<file path="src/logic/vga_timing_pkg.sv">
// raster scan phase encoding and counter widths used by the sync generator
package vga_timing_pkg;

    ////////////////////////////////////////////////////////////
    // counter widths
    ////////////////////////////////////////////////////////////

    localparam int H_COUNT_BITS = 10;  // up to 1023 cycles per phase
    localparam int V_COUNT_BITS = 9;   // up to 511 lines per phase

    // horizontal cycle counter
    typedef logic [H_COUNT_BITS-1:0] h_count_t;

    // vertical line counter
    typedef logic [V_COUNT_BITS-1:0] v_count_t;

    ////////////////////////////////////////////////////////////
    // scan phases, same order on both axes
    ////////////////////////////////////////////////////////////

    typedef enum logic [1:0] {
        PH_SYNC   = 2'b00,  // sync pulse, level low
        PH_BACK   = 2'b01,  // back porch
        PH_ACTIVE = 2'b10,  // visible region
        PH_FRONT  = 2'b11   // front porch, wraps to sync
    } scan_phase_t;

endpackage

</file>
<file path="src/logic/frame_buffer_pkg.sv">
// frame buffer word, address and screen geometry constants
package frame_buffer_pkg;

    ////////////////////////////////////////////////////////////
    // storage shape
    ////////////////////////////////////////////////////////////

    localparam int FB_WORD_BITS     = 32;  // one bit per pixel
    localparam int FB_WORDS_PER_ROW = 4;
    localparam int FB_ROWS          = 96;
    localparam int FB_DEPTH         = FB_WORDS_PER_ROW * FB_ROWS;  // 384 words
    localparam int FB_ADDR_BITS     = $clog2(FB_DEPTH);

    typedef logic [FB_WORD_BITS-1:0] fb_word_t;
    typedef logic [FB_ADDR_BITS-1:0] fb_addr_t;

    ////////////////////////////////////////////////////////////
    // pixel stretching on screen
    ////////////////////////////////////////////////////////////

    localparam int PIXEL_REPEAT = 2;  // cycles per bit
    localparam int LINE_REPEAT  = 4;  // lines per word row

    // active cycles carrying buffer data, 256
    localparam int DISPLAY_COLS  = FB_WORDS_PER_ROW * FB_WORD_BITS * PIXEL_REPEAT;
    // active lines carrying buffer data, 384
    localparam int DISPLAY_LINES = FB_ROWS * LINE_REPEAT;

endpackage

</file>
<file path="src/logic/sync_timing_gen.sv">
// raster sync generator with horizontal and vertical phase counters and display window
`timescale 1ns/1ps

module sync_timing_gen
    import frame_buffer_pkg::*;
    import vga_timing_pkg::*;
#(
    parameter int H_SYNC   = 46,   // cycles
    parameter int H_BACK   = 23,
    parameter int H_ACTIVE = 305,
    parameter int H_FRONT  = 8,
    parameter int V_SYNC   = 3,    // lines
    parameter int V_BACK   = 34,
    parameter int V_ACTIVE = 481,
    parameter int V_FRONT  = 11
) (
    input  logic     clk,
    input  logic     nrst,
    output logic     h_sync_raw,  // low during h sync
    output logic     v_sync_raw,  // low during v sync
    output logic     in_display,  // inside the data window
    output h_count_t h_pos,
    output v_count_t v_pos
);

    scan_phase_t h_phase;
    scan_phase_t h_phase_next;
    scan_phase_t v_phase;
    scan_phase_t v_phase_next;
    h_count_t    h_cnt;
    h_count_t    h_len;     // length of current h phase
    v_count_t    v_cnt;
    v_count_t    v_len;
    logic        h_last;    // last cycle of current h phase
    logic        line_end;  // last cycle of the whole line
    logic        v_last;    // last cycle of last line in v phase

    // sync -> back -> active -> front -> sync
    function automatic scan_phase_t step_phase(input scan_phase_t ph);
        scan_phase_t nxt;
        case (ph)
            PH_SYNC:   nxt = PH_BACK;
            PH_BACK:   nxt = PH_ACTIVE;
            PH_ACTIVE: nxt = PH_FRONT;
            default:   nxt = PH_SYNC;
        endcase
        return nxt;
    endfunction

    ////////////////////////////////////////////////////////////
    // horizontal machine
    ////////////////////////////////////////////////////////////

    always_comb begin
        case (h_phase)
            PH_SYNC:   h_len = h_count_t'(H_SYNC);
            PH_BACK:   h_len = h_count_t'(H_BACK);
            PH_ACTIVE: h_len = h_count_t'(H_ACTIVE);
            default:   h_len = h_count_t'(H_FRONT);
        endcase
    end

    assign h_last       = (h_cnt == h_len - 1'b1);
    assign line_end     = h_last && (h_phase == PH_FRONT);
    assign h_phase_next = h_last ? step_phase(h_phase) : h_phase;

    always_ff @(posedge clk or negedge nrst) begin
        if (!nrst) begin
            h_phase    <= PH_SYNC;  // start of h sync
            h_cnt      <= '0;
            h_sync_raw <= 1'b0;
        end else begin
            h_phase    <= h_phase_next;
            h_cnt      <= h_last ? '0 : h_cnt + 1'b1;
            h_sync_raw <= (h_phase_next != PH_SYNC);  // tracks the phase register
        end
    end

    ////////////////////////////////////////////////////////////
    // vertical machine stepping once per line
    ////////////////////////////////////////////////////////////

    always_comb begin
        case (v_phase)
            PH_SYNC:   v_len = v_count_t'(V_SYNC);
            PH_BACK:   v_len = v_count_t'(V_BACK);
            PH_ACTIVE: v_len = v_count_t'(V_ACTIVE);
            default:   v_len = v_count_t'(V_FRONT);
        endcase
    end

    assign v_last       = line_end && (v_cnt == v_len - 1'b1);
    assign v_phase_next = v_last ? step_phase(v_phase) : v_phase;

    always_ff @(posedge clk or negedge nrst) begin
        if (!nrst) begin
            v_phase    <= PH_SYNC;  // first sync line
            v_cnt      <= '0;
            v_sync_raw <= 1'b0;
        end else begin
            v_phase    <= v_phase_next;
            if (line_end) begin
                v_cnt <= v_last ? '0 : v_cnt + 1'b1;
            end
            v_sync_raw <= (v_phase_next != PH_SYNC);
        end
    end

    // data window sits at the top left of the active area
    assign in_display = (h_phase == PH_ACTIVE) && (v_phase == PH_ACTIVE)
                     && (h_cnt < h_count_t'(DISPLAY_COLS))
                     && (v_cnt < v_count_t'(DISPLAY_LINES));

    assign h_pos = h_cnt;  // meaningful only while active
    assign v_pos = v_cnt;

    // each counter stays inside the phase it belongs to
    a_h_cnt_bound: assert property (@(posedge clk) disable iff (!nrst) h_cnt < h_len)
        else $error("h counter past end of phase");
    a_v_cnt_bound: assert property (@(posedge clk) disable iff (!nrst) v_cnt < v_len)
        else $error("v counter past end of phase");

endmodule

</file>
<file path="config.mk">
export PLATFORM = sky130hd
export DESIGN_NAME = sync_timing_gen
export DESIGN_NICKNAME = d
export VERILOG_FILES = /design/src/logic/vga_timing_pkg.sv /design/src/logic/frame_buffer_pkg.sv /design/src/logic/sync_timing_gen.sv
export SDC_FILE = /design/constraint.sdc
export NUM_CORES = 1
export LEC_CHECK = 0
export BUFFER_PORTS_ARGS = -buffer_cell sky130_fd_sc_hd__buf_2
export CORE_UTILIZATION = 45
export CTS_CLUSTER_SIZE = 28
export DETAILED_ROUTE_END_ITERATION = 10
export PLACE_DENSITY = 0.64
export SKIP_CTS_REPAIR_TIMING = 1
export SKIP_LAST_GASP = 1
export SYNTH_ARGS = -nofsm -noshare
export SYNTH_HDL_FRONTEND = slang
export SYNTH_SLANG_ARGS = --single-unit
</file>
<file path="constraint.sdc">
create_clock -name clk -period 2.3 [get_ports clk]
set_input_delay 0.115 -clock clk [delete_from_list [all_inputs] [get_ports clk]]
set_output_delay 0.115 -clock clk [all_outputs]
set_load 0.02 [all_outputs]
</file>
==> summary.md, run 1 <==
| Metric | Value |
|---|---|
| Vias in the first global route | 1,059 |
| FP Rows | 20 |
| # setup viols final | 0 |
| Top FF cell, synth | dfrtp_1 |
| I/O Buffers | 23 |
| Hold crit path type | in2async |
| Fill cell count | ~290 |
| Num CTS Buffers | 3 |
| Clk sink count | 25 |
| Post-Place Cells | around 220 |
| Share of post-route cells with drive strength above 1 | 0.302 |
| EDFF count, synth | 0 |
| Placed inst area | ~0.0017 sq mm |
| Initial antenna violation count | 0 |
| Final ANT Viol Nets | 0 |
| Synth area leaders | dfrtp_1 (41%), ha_1 (9.9%), xor2_1 (5.8%) |
| CP Cell Sequence | inv_2 -> ha_4 -> or3b_4 -> a2111oi_4 -> and3_1 -> and3_4 -> mux2_1 |
| Worst path bufs/invs | 1 |
| Pwr per Cell Area | 358 mW/mm^2 |
| Syn_nets | 162 |
| CP endpoint kind | flop |
| Clk root buf | clkbuf_4 |
| Critical path's top delay family | simple AND/OR/NAND/NOR gates |
| DR WL/cell | roughly 14 um |
| Pin count of the biggest net entering global routing | 26 |
| Final nets | 197 |
| Via/cell ratio | 5.26 |
| Clk pin slew, worst setup/hold paths | 0.14 ns |
| Register bit total from synthesis | 25 |
| Mean post-synth cell area | 10.3 sq um |
| Longest Clk Path Bufs | 2 |
| Worst slew margin | 0.636 |
| Core area | 0.00313 sq mm |
| Tightest Pin Transition | approximately 0.55 ns |
| Starting density of the core | 0.485 |
| Slew Viols, Final | 0 |
| Pleak | 0.932 nW |
| Max cap viols | 0 |
| Worst Path Class, Setup | reg2reg |
| Unique masters post-synth | 37 |
| DR iter-0 viols | 31 |
| Total GRT Usage | 0.194 |
| Final WS setup | 0.0623 ns |
| Tmin final | around 2.2 ns |
| Startpoint types | flop |
| Synth top area share | 0.412 |
| Cells after Synth | 148 |
| Routed wire length | 3080 um |
| CP max FO | 4 |
| Total power | 645 uW |
| Synthesis Warnings | 0 |
| Fin. Hold Viols | 0 |
| Setup WS pre-CTS | 0.0467 ns |
| Count leader, synth | dfrtp_1 |
| Worst Hold Margin | 0.292 ns |
| Grt total ovfl | 0 |
| Largest area contributor in the netlist | dfrtp_1 |
| DRT Pass-1 Iters | 4 |
| Io pins | 24 |
| Crit path DAT | ~2.4 ns |
| Period utilisation layout | 0.973 |
| DRC violations left | 0 |
| CP max stage delay | 0.42 ns |
| Post-route design area | about 0.0018 sq mm |
| Critical Path RT | 2.51 ns |
| N_diodes | 0 |
| Post-synth ARST share | 1.00 |
| DIE HEIGHT | 60.1 um |
| Post-synth top cells | dfrtp_1 (25), nor2_1 (20), ha_1 (12) |
| Die area | 0.00361 sq mm |
| Routability cong. | just over 0.8 |
| CTS tree | yes |
| Finished Core Util | 0.576 |
| Post-Syn Area | 0.00152 sq mm |
| P&R area growth vs syn | 18.6% |
| Via Count | 1,188 |
| Finished Layout Cells | 226 |
| Outcome | finished clean |
| Hpwl dp | 2350 um |
| Setup_tns | 0 ns |
| Slowest stage cell, crit path | dfrtp_1 |
| Peak Freq | approximately 0.45 GHz |
| Clock latency at the later pin of the worst-skew pair | roughly 0.32 ns |
| DIE WIDTH | 60.1 um |
| Skew final | between 0.01 and 0.015 ns |
| H-tree levels | 1 |
| First-pass GRT wire length | 5080 um |
| RSZ-0062 raised after global routing | yes |
| Max VDD drop | 0.192 mV |
| Sequential fraction of the synthesis area | 0.412 |
## cell families after synthesis
logic type,after synthesis,synth area share
and+or+nand+nor,61,0.210
DFF,25,0.412
AOI/OAI and AO/OA,21,0.127
xor gates and xnor gates,16,0.0923
adders and majority gates,12,0.0989
buffers and inverters,9,0.0305
muxes,4,0.0289
## per-layer routing
layer	track usage	share of wire	wire, um	vias to the layer above
li1	-	-	-	588
met1	0.282	0.50	1540	573
met2	0.290	0.46	1430	23
met3	0.0260	0.026	79	4
met4	0.0731	0.012	36	0
met5	0	0	0	-
## final cells by class
class	count	area, sq um	area share
Clock buffer	4	26.3	0.0146
Multi-Input combinational cell	114	871	0.484
Timing Repair Buffer	35	208	0.115
Sequential cell	25	626	0.347
Inverter	4	15.0	0.00834
Tap cell	44	55.1	0.0306
## final timing paths
kind / slack [ns] / start / endpoint / cells past startpoint
min in group clk: 0.56 / h_pos[9] / h_pos[9] / 1
max: 0.06 / v_phase[0] / v_phase[1] / 7
max in group asynchronous: 1.64 / nrst / v_pos[4] / 2
min reg2reg: 0.56 / h_pos[9] / h_pos[9] / 1
min: 0.29 / nrst / h_phase[0] / 2
max reg2reg: 0.06 / v_phase[0] / v_phase[1] / 7
## where the power goes
part | total (mW) | internal [mW] | switching, mW
Clock | 0.196 | 0.0678 | 0.128
Sequential | 0.440 | 0.440 | 0
Combinational | 0.00990 | 0.00171 | 0.00819
Total | 0.645 | 0.509 | 0.136
## sequential cells by signal, indices dropped and copies added, names as in the netlist
register and count:
v_phase 2, h_pos 10, v_sync_raw 1, h_phase 2, h_sync_raw 1, v_pos 9
## cell usage in the layout (no fill, tap or decap), drive strengths merged, types with 3 or more instances in the layout
master   n
clkbuf   4
nor2    20
dfrtp   25
xor2    10
o211ai   3
ha      12
mux2     3
nand3    9
buf     34
inv      4
xnor2    6
nor2b    4
and3     9
a22o     4
nand2    8
(Power assumes the default switching activity.)
==> inputs of run 2 (changes only) <==
--- a/config.mk
+++ b/config.mk
@@ -9,7 +9,7 @@
 export CORE_UTILIZATION = 45
 export CTS_CLUSTER_SIZE = 28
 export DETAILED_ROUTE_END_ITERATION = 10
-export PLACE_DENSITY = 0.64
+export PLACE_DENSITY = 0.62
 export SKIP_CTS_REPAIR_TIMING = 1
 export SKIP_LAST_GASP = 1
 export SYNTH_ARGS = -nofsm -noshare
==> constraint.sdc (replaced) <==
create_clock -name clk -period 2.74 [get_ports clk]
set_input_delay 0.137 -clock clk [delete_from_list [all_inputs] [get_ports clk]]
set_output_delay 0.137 -clock clk [all_outputs]
set_load 0.02 [all_outputs]
==> run 2 against run 1 <==
Die area stayed put; clock power is 18% lower; global-route usage is 0.14 points higher; sequential share of layout area is 1.8 points higher; first-iteration DRC count is 9.7% higher; clock-buffer cell count is 1 lower; critical path depth stayed put; critical path type unchanged.
==> summary.md, run 2 (same netlist as run 1, synthesis figures left out) <==
| Metric | Value |
|---|---|
| Fill cell count | 299 (+3.8%) |
| DR WL/cell | 13.9 um (+2.1%) |
| P_int | 425 uW (-17%) |
| Total GRT Usage | 0.195 (+0.00137) |
| Startpoint types | flop |
| CP max FO | 6 (+2) |
| Routability cong. | 0.834 (+3.7%) |
| DIE WIDTH | 60.1 um (unchanged) |
| Io pins | 24 (unchanged) |
| Fin. Hold Viols | 0 (unchanged) |
| CP Cell Sequence | inv_1 -> ha_1 -> or3b_4 -> a2111oi_4 -> and3_2 -> and3_4 -> mux2_1 |
| I/O Buffers | 23 (unchanged) |
| Setup WS pre-CTS | 0.119 ns (+0.0727 ns) |
| Crit path DAT | 2.77 ns (+0.33 ns) |
| Commonest cells after routing, fill and taps aside | dfrtp_1 (24), buf_2 (23), nor2_1 (20) |
| Initial antenna violation count | 0 (unchanged) |
| FF-to-FF Start | v_phase[1] |
| Slew Viols, Final | 0 (unchanged) |
| Clock share of power | 0.298 (-0.006) |
| Worst Path Class, Setup | reg2reg |
| Internal reg-to-reg setup slack | 0.17 ns (+0.11 ns) |
| Critical Path RT | 2.95 ns (+0.44 ns) |
| P&R area growth vs syn | 13.1% |
| Tightest Pin Transition | 0.554 ns (+0.00786 ns) |
| DIE HEIGHT | 60.1 um (unchanged) |
| Number of flip-flops in the largest register | 10 (unchanged) |
| Switch share | 0.210 (-0.00117) |
| FP Rows | 20 (unchanged) |
| Pin count of the biggest net entering global routing | 26 (unchanged) |
| Finished Core Util | 0.549 (-0.0268) |
| Hold crit path type | in2async |
| Tmin final | 2.57 ns (+0.328 ns) |
| Comb power frac | 0.016 (about the same) |
| DRT Pass-1 Iters | 4 (unchanged) |
| Skew final | 0.00140 ns (-0.00867 ns) |
| Slowest stage cell, crit path | dfrtp_1 |
| Pwr per Cell Area | 313 mW/mm^2 (-13%) |
| First-pass GRT wire length | 5290 um (+4.2%) |
| Setup_tns | 0 ns (unchanged) |
| Clk root buf | clkbuf_4 |
| Top Usage Layer GRT | met2 |
| Reg power frac | 0.686 (+0.005) |
| Most common cell after layout, fill and taps aside | dfrtp_1 |
| Worst r2r path cells | 7 (unchanged) |
| Final WS setup | 0.175 ns (+0.112 ns) |
| Die area | 0.00361 sq mm (unchanged) |
| Worst R2R End | v_phase[1] |
| Core area | 0.00313 sq mm (unchanged) |
| Grt total ovfl | 0 (unchanged) |
| Net Sw Power | 113 uW (-17%) |
| CP endpoint kind | flop |
| Crit path from | v_phase[1] |
| CP max stage delay | 0.46 ns (+0.04 ns) |
| Final nets | 188 (-4.6%) |
| Hpwl dp | 2300 um (-1.9%) |
| Clk pin slew, worst setup/hold paths | 0.13 ns (about the same) |
| GR Util met2 | 0.359 (+0.0683) |
| Longest Clk Path Bufs | 2 (unchanged) |
| # setup viols final | 0 (unchanged) |
| Met1 Use GR | 0.231 (-0.0518) |
| H-tree levels | 1 (unchanged) |
| Period utilisation layout | 0.936 (-0.0367) |
| Pleak | 0.885 nW (-5.1%) |
| Max VDD drop | 0.185 mV (-4.0%) |
| Num CTS Buffers | 3 (unchanged) |
| CTS tree | yes |
| Starting density of the core | 0.485 (unchanged) |
| Max cap viols | 0 (unchanged) |
| RSZ-0062 raised after global routing | no |
| Met3 Usage GRT | 0.0303 (+0.00433) |
| N_diodes | 0 (unchanged) |
| Peak Freq | 0.390 GHz (-13%) |
| Clk sink count | 25 (unchanged) |
| Routed wire length | 3020 um (-2.0%) |
| Via Count | 1,159 (-2.4%) |
| Final ANT Viol Nets | 0 (unchanged) |
| Share of post-route cells with drive strength above 1 | 0.260 (-0.0421) |
| Outcome | finished clean |
| DRC violations left | 0 (unchanged) |
| Via/cell ratio | 5.34 (+1.6%) |
| Vias in the first global route | 1,185 (+12%) |
| Worst slew margin | 0.631 (-0.00524) |
| DR iter-0 viols | 34 (+9.7%) |
| Clock latency at the later pin of the worst-skew pair | 0.31 ns (about the same) |
==> run 2: cell count changes in the layout (fill, tap and decap cells not counted) <==
cell,previous run,this run
inv_2,2,0
nor3_2,0,1
ha_1,11,12
clkinv_2,0,1
ha_4,1,0
clkbuf_1,1,0
buf_4,11,2
nor3_4,1,0
inv_1,2,4
dfrtp_2,0,1
dfrtp_1,25,24
==> run 2: layout make-up <==
cell class	count	area [sq um]	share of cell area
multi-input combinational	114	852	0.496
sequential	25	627	0.365
timing repair buffer	26	140	0.0816
clock buffer	3	22.5	0.0131
clock inverter	1	5.00	0.00292
inverter	4	15.0	0.00875
tap	44	55.1	0.0321
==> run 2: per-stage QoR <==
stage / instances / power [mW] / hold slack [ns] / area [sq um]
final: 217 / 0.538 / 0.329 / 1720
after detailed placement: 212 / 0.384 / 0.167 / 1680
after global placement: 212 / 0.384 / 0.160 / 1680
after CTS: 216 / 0.545 / -0.187 / 1700
after global routing: 217 / 0.568 / 0.351 / 1720
after floorplan: 148 / 0.376 / -0.159 / 1520
==> run 2: how the worst max path moves through the flow <==
stage            endpoint  cells past startpoint
6_report       v_phase[1]                      7
5_1_grt        v_phase[1]                      7
3_5_place_dp   v_phase[0]                      7
4_1_cts        v_phase[0]                      7
2_1_floorplan  v_phase[1]                      8
3_3_place_gp   v_phase[1]                      7
==> run 2: power groups by stage <==
stage | clock (mW) | combinational [mW] | sequential (mW)
after floorplan | 0 | 0.000000426 | 0.376
after global placement | 0 | 0.00803 | 0.376
after detailed placement | 0 | 0.00825 | 0.376
after CTS | 0.168 | 0.00825 | 0.369
after global routing | 0.189 | 0.0101 | 0.369
final | 0.161 | 0.00842 | 0.369
==> run 2: worst max-delay path, delay by kind of cell (launching register included) <==
kind / cells / cell delay, ns
simple gates: 3 / 0.91
flops: 1 / 0.46
compound gates: 1 / 0.36
fa+ha+maj: 1 / 0.33
mux: 1 / 0.32
buf+inv: 1 / 0.09
==> run 2: metal layers <==
layer,vias to the layer above,wire [um]
li1,572,-
met1,562,1380
met2,23,1540
met3,2,90
met4,0,10
met5,-,0
