$ cat src/logic/vga_timing_pkg.sv
// raster scan phase encoding and counter widths used by the sync generator
package vga_timing_pkg;

    ////////////////////////////////////////////////////////////
    // counter widths
    ////////////////////////////////////////////////////////////

    localparam int H_COUNT_BITS = 10;  // up to 1023 cycles per phase
    localparam int V_COUNT_BITS = 9;   // up to 511 lines per phase

    // horizontal cycle counter
    typedef logic [H_COUNT_BITS-1:0] h_count_t;

    // vertical line counter
    typedef logic [V_COUNT_BITS-1:0] v_count_t;

    ////////////////////////////////////////////////////////////
    // scan phases, same order on both axes
    ////////////////////////////////////////////////////////////

    typedef enum logic [1:0] {
        PH_SYNC   = 2'b00,  // sync pulse, level low
        PH_BACK   = 2'b01,  // back porch
        PH_ACTIVE = 2'b10,  // visible region
        PH_FRONT  = 2'b11   // front porch, wraps to sync
    } scan_phase_t;

endpackage

$ cat src/logic/frame_buffer_pkg.sv
// frame buffer word, address and screen geometry constants
package frame_buffer_pkg;

    ////////////////////////////////////////////////////////////
    // storage shape
    ////////////////////////////////////////////////////////////

    localparam int FB_WORD_BITS     = 32;  // one bit per pixel
    localparam int FB_WORDS_PER_ROW = 4;
    localparam int FB_ROWS          = 96;
    localparam int FB_DEPTH         = FB_WORDS_PER_ROW * FB_ROWS;  // 384 words
    localparam int FB_ADDR_BITS     = $clog2(FB_DEPTH);

    typedef logic [FB_WORD_BITS-1:0] fb_word_t;
    typedef logic [FB_ADDR_BITS-1:0] fb_addr_t;

    ////////////////////////////////////////////////////////////
    // pixel stretching on screen
    ////////////////////////////////////////////////////////////

    localparam int PIXEL_REPEAT = 2;  // cycles per bit
    localparam int LINE_REPEAT  = 4;  // lines per word row

    // active cycles carrying buffer data, 256
    localparam int DISPLAY_COLS  = FB_WORDS_PER_ROW * FB_WORD_BITS * PIXEL_REPEAT;
    // active lines carrying buffer data, 384
    localparam int DISPLAY_LINES = FB_ROWS * LINE_REPEAT;

endpackage

$ cat src/logic/pixel_scanner.sv
// pixel fetch, turns screen position into buffer address and serialises the word
`timescale 1ns/1ps

module pixel_scanner
    import frame_buffer_pkg::*;
    import vga_timing_pkg::*;
(
    input  logic     clk,
    input  logic     nrst,
    input  logic     h_sync_raw,
    input  logic     v_sync_raw,
    input  logic     in_display,
    input  h_count_t h_pos,
    input  v_count_t v_pos,
    input  fb_word_t rd_data,     // word for the previous cycle's address
    output fb_addr_t rd_addr,
    output logic     h_out,
    output logic     v_out,
    output logic     pixel_data
);

    localparam int WORD_SPAN    = FB_WORD_BITS * PIXEL_REPEAT;  // cycles per word
    localparam int BIT_IDX_BITS = $clog2(FB_WORD_BITS);

    v_count_t                word_row;   // buffer row for this line
    h_count_t                word_col;   // word within the row
    logic [BIT_IDX_BITS-1:0] bit_idx;    // bit to show, msb first
    logic [BIT_IDX_BITS-1:0] bit_idx_q;
    logic                    disp_q;     // in_display one cycle late

    ////////////////////////////////////////////////////////////
    // address generation
    ////////////////////////////////////////////////////////////

    always_comb begin
        word_row = v_pos / v_count_t'(LINE_REPEAT);  // 4 lines share a row
        word_col = h_pos / h_count_t'(WORD_SPAN);    // 64 cycles per word
    end

    // parked at word 0 outside the window, keeps the address legal
    assign rd_addr = in_display
                   ? fb_addr_t'(word_row * FB_WORDS_PER_ROW + word_col)
                   : '0;

    // msb first, each bit held PIXEL_REPEAT cycles
    assign bit_idx = BIT_IDX_BITS'(FB_WORD_BITS - 1
                                   - ((h_pos / PIXEL_REPEAT) % FB_WORD_BITS));

    ////////////////////////////////////////////////////////////
    // alignment stage
    ////////////////////////////////////////////////////////////

    // matches the ram read latency so syncs and data leave together
    always_ff @(posedge clk or negedge nrst) begin
        if (!nrst) begin
            h_out     <= 1'b0;  // reset lands in sync on both axes
            v_out     <= 1'b0;
            disp_q    <= 1'b0;
            bit_idx_q <= '0;
        end else begin
            h_out     <= h_sync_raw;
            v_out     <= v_sync_raw;
            disp_q    <= in_display;
            bit_idx_q <= bit_idx;
        end
    end

    // blank outside the data window
    assign pixel_data = disp_q & rd_data[bit_idx_q];

endmodule

$ cat config.mk
export PLATFORM = sky130hd
export DESIGN_NAME = pixel_scanner
export DESIGN_NICKNAME = d
export VERILOG_FILES = /design/src/logic/vga_timing_pkg.sv /design/src/logic/frame_buffer_pkg.sv /design/src/logic/pixel_scanner.sv
export SDC_FILE = /design/constraint.sdc
export NUM_CORES = 1
export LEC_CHECK = 0
export ABC_AREA = 1
export BUFFER_PORTS_ARGS = -buffer_cell sky130_fd_sc_hd__buf_2
export CORE_MARGIN = 4
export CORE_UTILIZATION = 40
export DETAILED_ROUTE_END_ITERATION = 10
export PLACE_DENSITY = 0.83
export SLEW_MARGIN = 30
export SYNTH_ARGS = -nofsm -noshare
export SYNTH_HDL_FRONTEND = slang
export SYNTH_SLANG_ARGS = --single-unit
export TNS_END_PERCENT = 100
$ cat constraint.sdc
create_clock -name clk -period 1.9 [get_ports clk]
set_clock_uncertainty 0.1 [all_clocks]
set_input_delay 0.19 -clock clk [delete_from_list [all_inputs] [get_ports clk]]
set_output_delay 0.19 -clock clk [all_outputs]
set_load 0.02 [all_outputs]
==> results of run 1 <==
[cells in the mapped netlist]
| master | number |
|---|---|
| sky130_fd_sc_hd__nand3_2 | 4 |
| sky130_fd_sc_hd__inv_1 | 18 |
| sky130_fd_sc_hd__nor3b_1 | 1 |
| sky130_fd_sc_hd__dfrtp_1 | 8 |
| sky130_fd_sc_hd__ha_1 | 2 |
| sky130_fd_sc_hd__nand2_1 | 39 |
| sky130_fd_sc_hd__fa_1 | 1 |
| sky130_fd_sc_hd__o21ai_0 | 2 |
| sky130_fd_sc_hd__a21o_1 | 1 |
| sky130_fd_sc_hd__buf_6 | 1 |
| sky130_fd_sc_hd__nor4_1 | 1 |
| sky130_fd_sc_hd__nand3_1 | 18 |
| sky130_fd_sc_hd__nor3_1 | 3 |
| sky130_fd_sc_hd__nand2_2 | 7 |
| sky130_fd_sc_hd__inv_2 | 1 |
| sky130_fd_sc_hd__o21ai_1 | 3 |
| sky130_fd_sc_hd__buf_12 | 2 |
| sky130_fd_sc_hd__inv_8 | 1 |
| sky130_fd_sc_hd__buf_4 | 1 |
| sky130_fd_sc_hd__nor2_1 | 10 |
| sky130_fd_sc_hd__a21oi_1 | 3 |
[power breakdown]
group / total, mW / internal [mW] / switching [mW]
sequential: 0.190 / 0.180 / 0.0103
clock: 0.123 / 0.0718 / 0.0508
combinational: 0.225 / 0.107 / 0.119
[worst min-delay path by stage]
stage | to | depth (start not counted) | startpoint
2_1_floorplan | bit_idx_q[0] | 0 | nrst
3_3_place_gp | h_out | 1 | nrst
3_5_place_dp | h_out | 1 | nrst
4_1_cts | disp_q | 1 | in_display
5_1_grt | disp_q | 1 | in_display
6_report | disp_q | 1 | in_display
[per-stage QoR]
step,setup slack (ns),power [mW],instances,utilization [%]
2_1_floorplan,0.108,0.313,127,-
3_3_place_gp,0.140,0.390,216,57.7
3_5_place_dp,0.0906,0.397,216,57.7
4_1_cts,0.00230,0.536,227,63.0
5_1_grt,-0.0715,0.582,228,64.0
6_report,0.0400,0.538,228,64.0
[layer usage]
layer | track usage (%) | part of all wire (%) | vias up
met5 | 0 | 0 | -
met4 | 5.96 | 0.41 | 0
met3 | 3.38 | 5.5 | 2
met2 | 35.1 | 57 | 40
met1 | 17.6 | 37 | 475
li1 | - | - | 547
[placed cells by master (no fill, tap or decap)]
cell,n
sky130_fd_sc_hd__buf_2,63
sky130_fd_sc_hd__nand2_1,38
sky130_fd_sc_hd__inv_1,18
sky130_fd_sc_hd__nand3_1,18
sky130_fd_sc_hd__nor2_1,10
sky130_fd_sc_hd__nand2_2,8
sky130_fd_sc_hd__dlygate4sd3_1,8
sky130_fd_sc_hd__dfrtp_1,6
sky130_fd_sc_hd__nand3_2,4
sky130_fd_sc_hd__buf_4,4
sky130_fd_sc_hd__nor3_1,3
sky130_fd_sc_hd__o21ai_1,3
sky130_fd_sc_hd__clkbuf_4,3
sky130_fd_sc_hd__a21oi_1,2
sky130_fd_sc_hd__o21ai_0,2
sky130_fd_sc_hd__ha_1,2
sky130_fd_sc_hd__dfrtp_2,2
sky130_fd_sc_hd__a21o_1,1
sky130_fd_sc_hd__nor4_1,1
sky130_fd_sc_hd__inv_8,1
sky130_fd_sc_hd__inv_2,1
sky130_fd_sc_hd__nor3b_1,1
sky130_fd_sc_hd__a21oi_2,1
sky130_fd_sc_hd__fa_2,1
[cells by family after synthesis]
logic type / share of synthesized area [%]
and+or+nand+nor: 47.1
buffers and inverters: 17.2
AOI/OAI and AO/OA: 5.79
DFF: 24.4
adders and majority gates: 5.49
[flip-flops by register name, summed over array words and instances, names as in the netlist]
name,cells
disp_q,1
bit_idx_q,5
v_out,1
h_out,1
[area by class of cell]
type / instances / area share [%]
well taps: 27 / 2.69
clock buffers: 3 / 1.79
inverters: 20 / 6.58
multi-input cells: 95 / 38.9
repair buffers: 75 / 33.9
flip-flops and latches: 8 / 16.2
[repair_timing]
action / CTS / global route
endpoints found under the setup margin: 1 / 3
gates resized for setup: 2 / 4
buffers inserted: 0 / 1
hold buffers: 8 / 0
hold endpoints to repair: 15 / 0
==> metrics.sh, run 1 <==
WHS_NS=0.0443
N_ANTENNA_CELL=0
MULTI_INPUT_COMB_AREA_UM2=488
VIAS_AFTER_DETAILED_ROUTING=1064
GRT-OVFL-TOTAL=0
FINAL_DESIGN_AREA_NO_FILL_MM2=0.00125
ANTENNA_VIOLATING_NETS_POST_ROUTE=0
PATH_MAX_FANOUT=7
HOLD_VIOL=0
CTS_TREE='yes'
LAYOUT_CELL_SHARE_WITH_DRIVE_STRENGTH_BEYOND_1_PCT=43.8
SEQ_AREA_UM2=203
CRITICAL_PATH.SLOWEST_CELL='sky130_fd_sc_hd__dfrtp_2'
DIE-AREA_MM2=0.00284
FIRST_ITER_VIOLATIONS=10
WORST_HOLD_PATH_TYPE='in -> reg'
NUMBER_OF_GLOBAL_ROUTE_VIAS_BEFORE_REPAIR=1030
SYNTH_SEQ_AREA_SHARE_PCT=24.4
CTS-HTREE-LEVELS=1
WORST_SETUP_PATH_END_KIND='primary output'
PERIOD_NEEDED_NS=1.86
OUTCOME='completed'
CRIT_TYPE='reg -> out'
WORST_ENDPOINT_DATA_ARRIVAL_TIME_NS=1.57
SYNTHESIS.NETS=186
GPL.FINAL_WEIGHTED_CONGESTION=0.797
PIN_COUNT=68
DRV_SLEW=0
FILL_CELLS=194
POWER.IR.VDD_WORST_mV=0.401
MAX_SLEW.WORST_PIN.SLEW_NS=0.219
POWER_DENSITY_mW_PER_MM2=429
CORE_AREA_MM2=0.00196
CTS_ROOT_BUFFER='sky130_fd_sc_hd__clkbuf_4'
YS.WARNINGS.COUNT=0
CTS_BUFFERS=3
SYNTHDOMINANTCELLAREASHARE_PCT=24.4
WORSTSETUPENDPOINT='pixel_data'
SYNTHCELLS=127
CRIT_PATH_FREQUENT_CELL='sky130_fd_sc_hd__nand2_1'
POST_DRT_VIA_CELL_RATIO=4.67
CHIPHEIGHT_UM=53.3
RSZ0062_AT_GRT='true'
FINAL.PERIOD_UTILIZATION_PCT=97.9
FLOORPLAN.INITIALDENSITY_PCT=41.8
DRT-TOTAL-WL_UM=2460
KIND_OF_START_POINT_OF_THE_CRITICAL_PATH='flop'
CRIT_PATH_BUFFERS_INVERTERS=2
WORST_PATH_DOMINANT_CELL_FAMILY='simple AND/OR/NAND/NOR gates'
SLEW-LIMIT-HEADROOM_PCT=85.3
MAXIMUM_NUMBER_OF_PINS_ON_ONE_NET_BEFORE_GLOBAL_ROUTE_REPAIR=17
ROUTE.DETAILED.DRC=0
GRT.TOTAL_USAGE_PCT=17.6
CRIT_PATH_START='bit_idx_q[0]'
CLKSINKCOUNT=8
DATA_REQUIRED_TIME_AT_THE_WORST_ENDPOINT_NS=1.61
SETUP_TNS_NS=0
PATH_DEPTH=10
NETLIST-CELL-TYPE-COUNT=21
YOSYS.AREA.TOP_TYPE='sky130_fd_sc_hd__dfrtp_1'
SYNTH_TOP_CELLS_BY_AREA='sky130_fd_sc_hd__dfrtp_1 (24%), sky130_fd_sc_hd__nand2_1 (18%), sky130_fd_sc_hd__nand3_1 (11%)'
MAPPEDNETLISTAREA_UM2=821
GRT_PASS1_WL_UM=3790
POST_DETAILED_PLACEMENT_CELL_AREA_MM2=0.00113
CRITICAL_PATH.MAX_STAGE_DELAY_NS=0.46
CRIT_PATH_CELL_TRACE='buf_4 > nand2_1 > nand3_2 > nand2_1 > nand2_1 > nand2_1 > nor2_1 > nor2_1 > nor2_1 > buf_4'
SYNTH_AREA_PER_CELL_UM2=6.46
CLKSLEWWORSTSETUPHOLDPATHS_NS=0.05
INITIAL_ANTENNA_VIOLATION_COUNT=0
SYN_TO_FINAL_GROWTH_PCT=52.9
ROWS=16
DIE_W_UM=53.3
DR.PASS1.ITERS=4
DETAILED_PLACE_HPWL_UM=1910
SYNTH-SEQ-CELLS=8
TIMING.FMAX_MHz=538
FINALNETCOUNT=262
WIRE_PER_INST_UM=10.8
P_LEAK_nW=0.771
SETUP_VIOL=0
MAXCAPVIOLCOUNT=0
CLOCK_TREE.BUFFER_DEPTH=2
PORT_BUFFERS=64
Power figures use the tool's default switching activity.
==> run 2: changes to the inputs <==
--- a/config.mk
+++ b/config.mk
@@ -7,10 +7,9 @@
 export LEC_CHECK = 0
 export ABC_AREA = 1
 export BUFFER_PORTS_ARGS = -buffer_cell sky130_fd_sc_hd__buf_2
-export CORE_MARGIN = 4
 export CORE_UTILIZATION = 40
 export DETAILED_ROUTE_END_ITERATION = 10
-export PLACE_DENSITY = 0.83
+export PLACE_DENSITY = 0.86
 export SLEW_MARGIN = 30
 export SYNTH_ARGS = -nofsm -noshare
 export SYNTH_HDL_FRONTEND = slang
==> run 2 against run 1 <==
  * The run now ends with negative setup slack left
  * Die area fell by 21%
  * Via count shrank 3.1%
  * Global-route usage increased by 2.1 points
  * Flip-flop and latch count stayed put
  * Critical path depth increased by 1
  * Total power is 0.42% higher
  * Largest cell class unchanged
  * Largest power group unchanged
  * Highest routed layer is now met3
==> metrics.sh, run 2 (synthesis results as in run 1) <==
OUTCOME='finished, violations left'
VIOLATIONS_IN_THE_FINAL_REPORTS='negative setup slack'
PORT_BUFFERS=64  # unchanged
P_LEAK_nW=0.780  # +1.2%
MAX_SLEW.WORST_PIN.SLEW_NS=0.217  # -0.00209 ns
POWER_DENSITY_mW_PER_MM2=424  # -1.1%
CHIPHEIGHT_UM=47.3  # -11%
TIMING.FMAX_MHz=520  # -3.3%
FILL_CELLS=168  # -13%
NUMBER_OF_GLOBAL_ROUTE_VIAS_BEFORE_REPAIR=875  # -15%
TOP_REGISTER='bit_idx_q'
PLACE_WORST_SETUP_SLACK_NS=0.100  # +0.00950 ns
DR.MAX_LAYER_USED='met3'
POWER.IR.VDD_WORST_mV=0.423  # +5.5%
CRIT_PATH_FREQUENT_CELL='sky130_fd_sc_hd__nand2_1'
LAYOUT_CELL_SHARE_WITH_DRIVE_STRENGTH_BEYOND_1_PCT=43.6  # -0.22 points
DETAILED_PLACE_HPWL_UM=1600  # -16%
DRT-TOTAL-WL_UM=2110  # -14%
HOLD_VIOL=0  # unchanged
CRIT_PATH_BUFFERS_INVERTERS=3  # +1
GRT_PASS1_WL_UM=3150  # -17%
TIMING.FINAL.WS_SETUP_NS=-0.0243  # -0.0643 ns
SETUP_TNS_NS=-0.0243  # -0.0243 ns
POST_DRT_VIA_CELL_RATIO=4.50  # -3.5%
WIRE_PER_INST_UM=9.21  # -15%
LARGEST_REGISTER_FFS=5  # unchanged
FIN_UTIL_PCT=65.6  # +1.6 points
WL_MET1_UM=860  # -5.7%
N_ANTENNA_CELL=0  # unchanged
CLOCK_TREE.BUFFER_DEPTH=2  # unchanged
SLEW-LIMIT-HEADROOM_PCT=85.4  # +0.14 points
PATH_MAX_FANOUT=6  # -1
CRIT_PATH_CELL_TRACE='buf_6 > buf_6 > nand2_1 > nand3_1 > nand3_1 > nand2_1 > nand2_1 > nand2_1 > nor2_1 > nor2_1 > buf_4'
DIE-AREA_MM2=0.00224  # -21%
CLKSLEWWORSTSETUPHOLDPATHS_NS=0.05  # about the same
LEADING_CELL_TYPE_IN_THE_LAYOUT_FILL_AND_TAPS_EXCLUDED='sky130_fd_sc_hd__buf_2'
CTS_ROOT_BUFFER='sky130_fd_sc_hd__clkbuf_4'
MET3_WIRELENGTH_UM=97  # -28%
INITIAL_ANTENNA_VIOLATION_COUNT=0  # unchanged
CTS_BUFFERS=3  # unchanged
FINAL.PERIOD_UTILIZATION_PCT=101  # +3.4 points
GRT-OVFL-TOTAL=0  # unchanged
PERIOD_NEEDED_NS=1.92  # +0.0643 ns
DR.PASS1.ITERS=4  # unchanged
DATA_REQUIRED_TIME_AT_THE_WORST_ENDPOINT_NS=1.61  # about the same
FLOORPLAN.INITIALDENSITY_PCT=42.3  # +0.43 points
FIRST_ITER_VIOLATIONS=6  # -4
ANTENNA_VIOLATING_NETS_POST_ROUTE=0  # unchanged
MAXCAPVIOLCOUNT=0  # unchanged
DRV_SLEW=0  # unchanged
CRIT_TYPE='reg -> out'
ROUTED_WIRE_LENGTH_ON_MET2_UM=1150  # -18%
WORST_PATH_DOMINANT_CELL_FAMILY='simple AND/OR/NAND/NOR gates'
GRT.TOTAL_USAGE_PCT=19.7  # +2.1 points
WORST_HOLD_PATH_TYPE='in -> reg'
MAXIMUM_NUMBER_OF_PINS_ON_ONE_NET_BEFORE_GLOBAL_ROUTE_REPAIR=17  # unchanged
CTS_TREE='yes'
CLKSINKCOUNT=8  # unchanged
WORST_SETUP_PATH_END_KIND='primary output'
VIAS_AFTER_DETAILED_ROUTING=1031  # -3.1%
FINAL_CELL_MIX='sky130_fd_sc_hd__buf_2 (63), sky130_fd_sc_hd__nand2_1 (39), sky130_fd_sc_hd__inv_1 (18), sky130_fd_sc_hd__nand3_1 (18), sky130_fd_sc_hd__nor2_1 (9)'
GPL.FINAL_WEIGHTED_CONGESTION=0.767  # -3.7%
SYN_TO_FINAL_GROWTH_PCT=55.2
CORE_AREA_MM2=0.00194  # -1.0%
FINALNETCOUNT=263  # +0.38%
RSZ0062_AT_GRT='true'
PIN_COUNT=68  # unchanged
CRITICAL_PATH.MAX_STAGE_DELAY_NS=0.48  # +0.02 ns
DIE_W_UM=47.3  # -11%
CTS-HTREE-LEVELS=1  # unchanged
KIND_OF_START_POINT_OF_THE_CRITICAL_PATH='flop'
CRITICAL_PATH.SLOWEST_CELL='sky130_fd_sc_hd__dfrtp_2'
ROWS=16  # unchanged
SETUP_VIOL=1  # +1
ROUTE.DETAILED.DRC=0  # unchanged
WORST_ENDPOINT_DATA_ARRIVAL_TIME_NS=1.63  # +0.06 ns
[run 2: cell types whose count changed in the layout (fill, tap and decap cells not counted)]
cell,delta
sky130_fd_sc_hd__nand2_1,+1
sky130_fd_sc_hd__buf_4,-1
sky130_fd_sc_hd__nor2_4,+1
sky130_fd_sc_hd__dfrtp_1,+1
sky130_fd_sc_hd__dfrtp_2,-1
sky130_fd_sc_hd__nor2_1,-1
sky130_fd_sc_hd__nand2_2,-1
sky130_fd_sc_hd__buf_6,+2
[run 2: routing by layer]
layer | vias to the layer above | global-route usage, %
met4 | 0 | 6.29
met2 | 35 | 40.8
met5 | - | 0
met3 | 0 | 1.54
met1 | 445 | 20.1
li1 | 551 | -
[run 2: report_power, final]
group	switching [mW]	total [mW]	internal, mW
Combinational	0.118	0.227	0.110
Sequential	0.00798	0.187	0.180
Clock	0.0535	0.125	0.0720
Total	0.179	0.540	0.361
[run 2: timing repair]
| item | 4_1_cts | 5_1_grt |
|---|---|---|
| buffers inserted | 0 | 1 |
| pin swaps | 0 | 10 |
| resized for setup | 1 | 7 |
| setup endpoints to repair | 1 | 2 |
| hold buffers | 8 | 0 |
| hold endpoints to repair | 15 | 0 |
| gates cloned | 0 | 0 |
[run 2: stage by stage]
step	instances	hold slack, ns	power [mW]	cell area (µm²)
5_1_grt	229	0.0378	0.581	1270
3_3_place_gp	217	-0.0694	0.392	1140
4_1_cts	228	0.0267	0.538	1240
6_report	229	0.0396	0.540	1270
2_1_floorplan	127	-0.206	0.313	821
3_5_place_dp	217	-0.0613	0.397	1140
[run 2: area by class of cell]
class	count	area, µm²	area share [%]
Inverter	20	82.6	6.48
Sequential cell	8	201	15.8
Multi-Input combinational cell	95	493	38.7
Tap cell	27	33.8	2.65
Timing Repair Buffer	76	440	34.6
Clock buffer	3	22.5	1.77
[run 2: worst paths after layout]
| check | depth (start not counted) | from | end | slack [ns] |
|---|---|---|---|---|
| setup / recovery | 11 | bit_idx_q[0] | pixel_data | -0.02 |
| max in group asynchronous | 2 | nrst | bit_idx_q[0] | 1.32 |
| hold / removal | 1 | in_display | disp_q | 0.04 |
| min in group asynchronous | 2 | nrst | h_out | 0.20 |
==> run 3: changes to the inputs <==
--- a/config.mk
+++ b/config.mk
@@ -9,6 +9,8 @@
 export BUFFER_PORTS_ARGS = -buffer_cell sky130_fd_sc_hd__buf_2
 export CORE_UTILIZATION = 40
 export DETAILED_ROUTE_END_ITERATION = 10
+export HOLD_SLACK_MARGIN = 0.12
+export MAX_ROUTING_LAYER = met4
 export PLACE_DENSITY = 0.86
 export SLEW_MARGIN = 30
 export SYNTH_ARGS = -nofsm -noshare
==> run 3 against run 2 <==
  * The flow still finishes with violations (negative setup slack)
  * Cell count up 0.44%
  * First-iteration DRC count up 67%
  * Non-clock buffer count up 1
  * Maximum frequency down 0.15%
  * Clock-buffer cell count unchanged
  * Core utilization up 0.52 points
  * Critical path type unchanged
==> metrics.sh, run 3 (synthesis results as in run 1) <==
OUTCOME='finished, violations left'
VIOLATIONS_IN_THE_FINAL_REPORTS='negative setup slack'
ANTENNA_VIOLATING_NETS_POST_ROUTE=0  # unchanged
PERIOD_NEEDED_NS=1.93  # +0.00292 ns
MAXIMUM_NUMBER_OF_PINS_ON_ONE_NET_BEFORE_GLOBAL_ROUTE_REPAIR=17  # unchanged
POWER_DENSITY_mW_PER_MM2=426  # +0.32%
CHIPHEIGHT_UM=47.3  # unchanged
POWER.IR.VDD_WORST_mV=0.423  # about the same
CTS_BUFFERS=3  # unchanged
CTS_ROOT_BUFFER='sky130_fd_sc_hd__clkbuf_4'
MULTI_INPUT_COMB_AREA_UM2=493  # unchanged
PATH_MAX_FANOUT=6  # unchanged
SLEW-LIMIT-HEADROOM_PCT=85.4  # about the same
ROWS=16  # unchanged
GRT_PASS1_WL_UM=3140  # -0.44%
CORE_AREA_MM2=0.00194  # unchanged
N_ANTENNA_CELL=0  # unchanged
DR.PASS1.ITERS=4  # unchanged
MAXCAPVIOLCOUNT=0  # unchanged
WIRE_PER_INST_UM=9.60  # +4.3%
DRT-TOTAL-WL_UM=2210  # +4.7%
RSZ0062_AT_GRT='true'
FIN_UTIL_PCT=66.1  # +0.52 points
DATA_REQUIRED_TIME_AT_THE_WORST_ENDPOINT_NS=1.61  # about the same
FINALNETCOUNT=264  # +0.38%
DETAILED_PLACE_HPWL_UM=1600  # unchanged
LEADING_CELL_TYPE_IN_THE_LAYOUT_FILL_AND_TAPS_EXCLUDED='sky130_fd_sc_hd__buf_2'
SYN_TO_FINAL_GROWTH_PCT=56.4
FIRST_ITER_VIOLATIONS=10  # +4
INITIAL_ANTENNA_VIOLATION_COUNT=0  # unchanged
WORST_SETUP_PATH_END_KIND='primary output'
FINAL_CELL_MIX='sky130_fd_sc_hd__buf_2 (63), sky130_fd_sc_hd__nand2_1 (39), sky130_fd_sc_hd__inv_1 (18), sky130_fd_sc_hd__nand3_1 (18)'
CRIT_TYPE='reg -> out'
TOP_REGISTER='bit_idx_q'
VIAS_AFTER_DETAILED_ROUTING=1051  # +1.9%
PIN_COUNT=68  # unchanged
CLKSLEWWORSTSETUPHOLDPATHS_NS=0.05  # about the same
TIMING.FMAX_MHz=519  # -0.15%
CRIT_PATH_CELL_TRACE='buf_6 > buf_6 > nand2_1 > nand3_1 > nand3_1 > nand2_1 > nand2_1 > nand2_1 > nor2_1 > nor2_1 > buf_4'
LAYOUT_CELL_SHARE_WITH_DRIVE_STRENGTH_BEYOND_1_PCT=43.3  # -0.21 points
P_LEAK_nW=0.784  # +0.54%
WORST_HOLD_PATH_TYPE='in -> async'
MAX_SLEW.WORST_PIN.SLEW_NS=0.218  # +0.000797 ns
GPL.FINAL_WEIGHTED_CONGESTION=0.778  # +1.3%
FILL_CELLS=166  # -1.2%
LARGEST_REGISTER_FFS=5  # unchanged
CTS_TREE='yes'
CLOCK_TREE.BUFFER_DEPTH=2  # unchanged
GRT-OVFL-TOTAL=0  # unchanged
WHS_NS=0.193  # +0.153 ns
PORT_BUFFERS=64  # unchanged
CRITICAL_PATH.MAX_STAGE_DELAY_NS=0.48  # about the same
HOLD_VIOL=0  # unchanged
FLOORPLAN.INITIALDENSITY_PCT=42.3  # unchanged
FINAL_DESIGN_AREA_NO_FILL_MM2=0.00128  # +0.79%
ROUTE.DETAILED.DRC=0  # unchanged
TIMING.FINAL.WS_SETUP_NS=-0.0272  # -0.00292 ns
SEQ_AREA_UM2=201  # unchanged
CLKSINKCOUNT=8  # unchanged
FINAL.PERIOD_UTILIZATION_PCT=101  # +0.15 points
NUMBER_OF_GLOBAL_ROUTE_VIAS_BEFORE_REPAIR=873  # -0.23%
DIE_W_UM=47.3  # unchanged
POST_DRT_VIA_CELL_RATIO=4.57  # +1.5%
DESIGN_POWER_TOTAL_uW=546  # +1.1%
WORST_ENDPOINT_DATA_ARRIVAL_TIME_NS=1.64  # about the same
CTS-HTREE-LEVELS=1  # unchanged
KIND_OF_START_POINT_OF_THE_CRITICAL_PATH='flop'
SETUP_VIOL=1  # unchanged
DRV_SLEW=0  # unchanged
CRIT_PATH_FREQUENT_CELL='sky130_fd_sc_hd__nand2_1'
DIE-AREA_MM2=0.00224  # unchanged
POST_DETAILED_PLACEMENT_CELL_AREA_MM2=0.00114  # unchanged
GRT.TOTAL_USAGE_PCT=20.3  # +0.56 points
CRITICAL_PATH.SLOWEST_CELL='sky130_fd_sc_hd__dfrtp_2'
-- run 3: repair_timing --
| item | in CTS | in global routing |
|---|---|---|
| pin swaps | 0 | 10 |
| hold endpoints to repair | 16 | 0 |
| endpoints found under the setup margin | 1 | 2 |
| hold buffers | 9 | 0 |
| gates resized for setup | 1 | 7 |
| buffers inserted | 0 | 1 |
-- run 3: layer usage --
layer,global-route usage [%],part of all wire [%],wire [µm]
met1,19.9,40,877
met2,40.8,55,1200
met3,1.54,4.8,107
met4,6.29,0.86,19
met5,-,0,0
-- run 3: final cells by class --
type | instances | area share [%]
tap | 27 | 2.63
sequential | 8 | 15.7
clock buffer | 3 | 1.75
inverter | 20 | 6.43
multi-input combinational | 95 | 38.4
timing repair buffer | 77 | 35.1
-- run 3: report_power, final --
group | total (mW) | leakage, nW | switching, mW | internal [mW]
Sequential | 0.187 | 0.0922 | 0.00798 | 0.179
Clock | 0.128 | 0.0138 | 0.0557 | 0.0721
Combinational | 0.231 | 0.678 | 0.120 | 0.111
-- run 3: how the worst max path moves through the flow --
stage,to,cells past startpoint,slack (ns),startpoint
global placement,rd_addr[8],9,0.13,h_pos[8]
detailed placement,rd_addr[8],9,0.10,h_pos[8]
global route,pixel_data,11,-0.11,bit_idx_q[0]
CTS,pixel_data,10,0.02,bit_idx_q[0]
floorplan,rd_addr[8],7,0.11,h_pos[8]
finish,pixel_data,11,-0.03,bit_idx_q[0]
-- run 3: worst max-delay path, delay by kind of cell, from the launching register on --
family                 cells  cell delay [ns]
DFF                        1             0.48
and+or+nand+nor            8             0.49
buffers and inverters      3             0.42
-- run 3: metrics by stage --
stage | cells | setup TNS (ns) | setup slack, ns
6_report | 230 | -0.0272 | -0.0272
5_1_grt | 230 | -0.114 | -0.114
4_1_cts | 229 | 0 | 0.0205
3_5_place_dp | 217 | 0 | 0.100
3_3_place_gp | 217 | 0 | 0.130
2_1_floorplan | 127 | 0 | 0.108
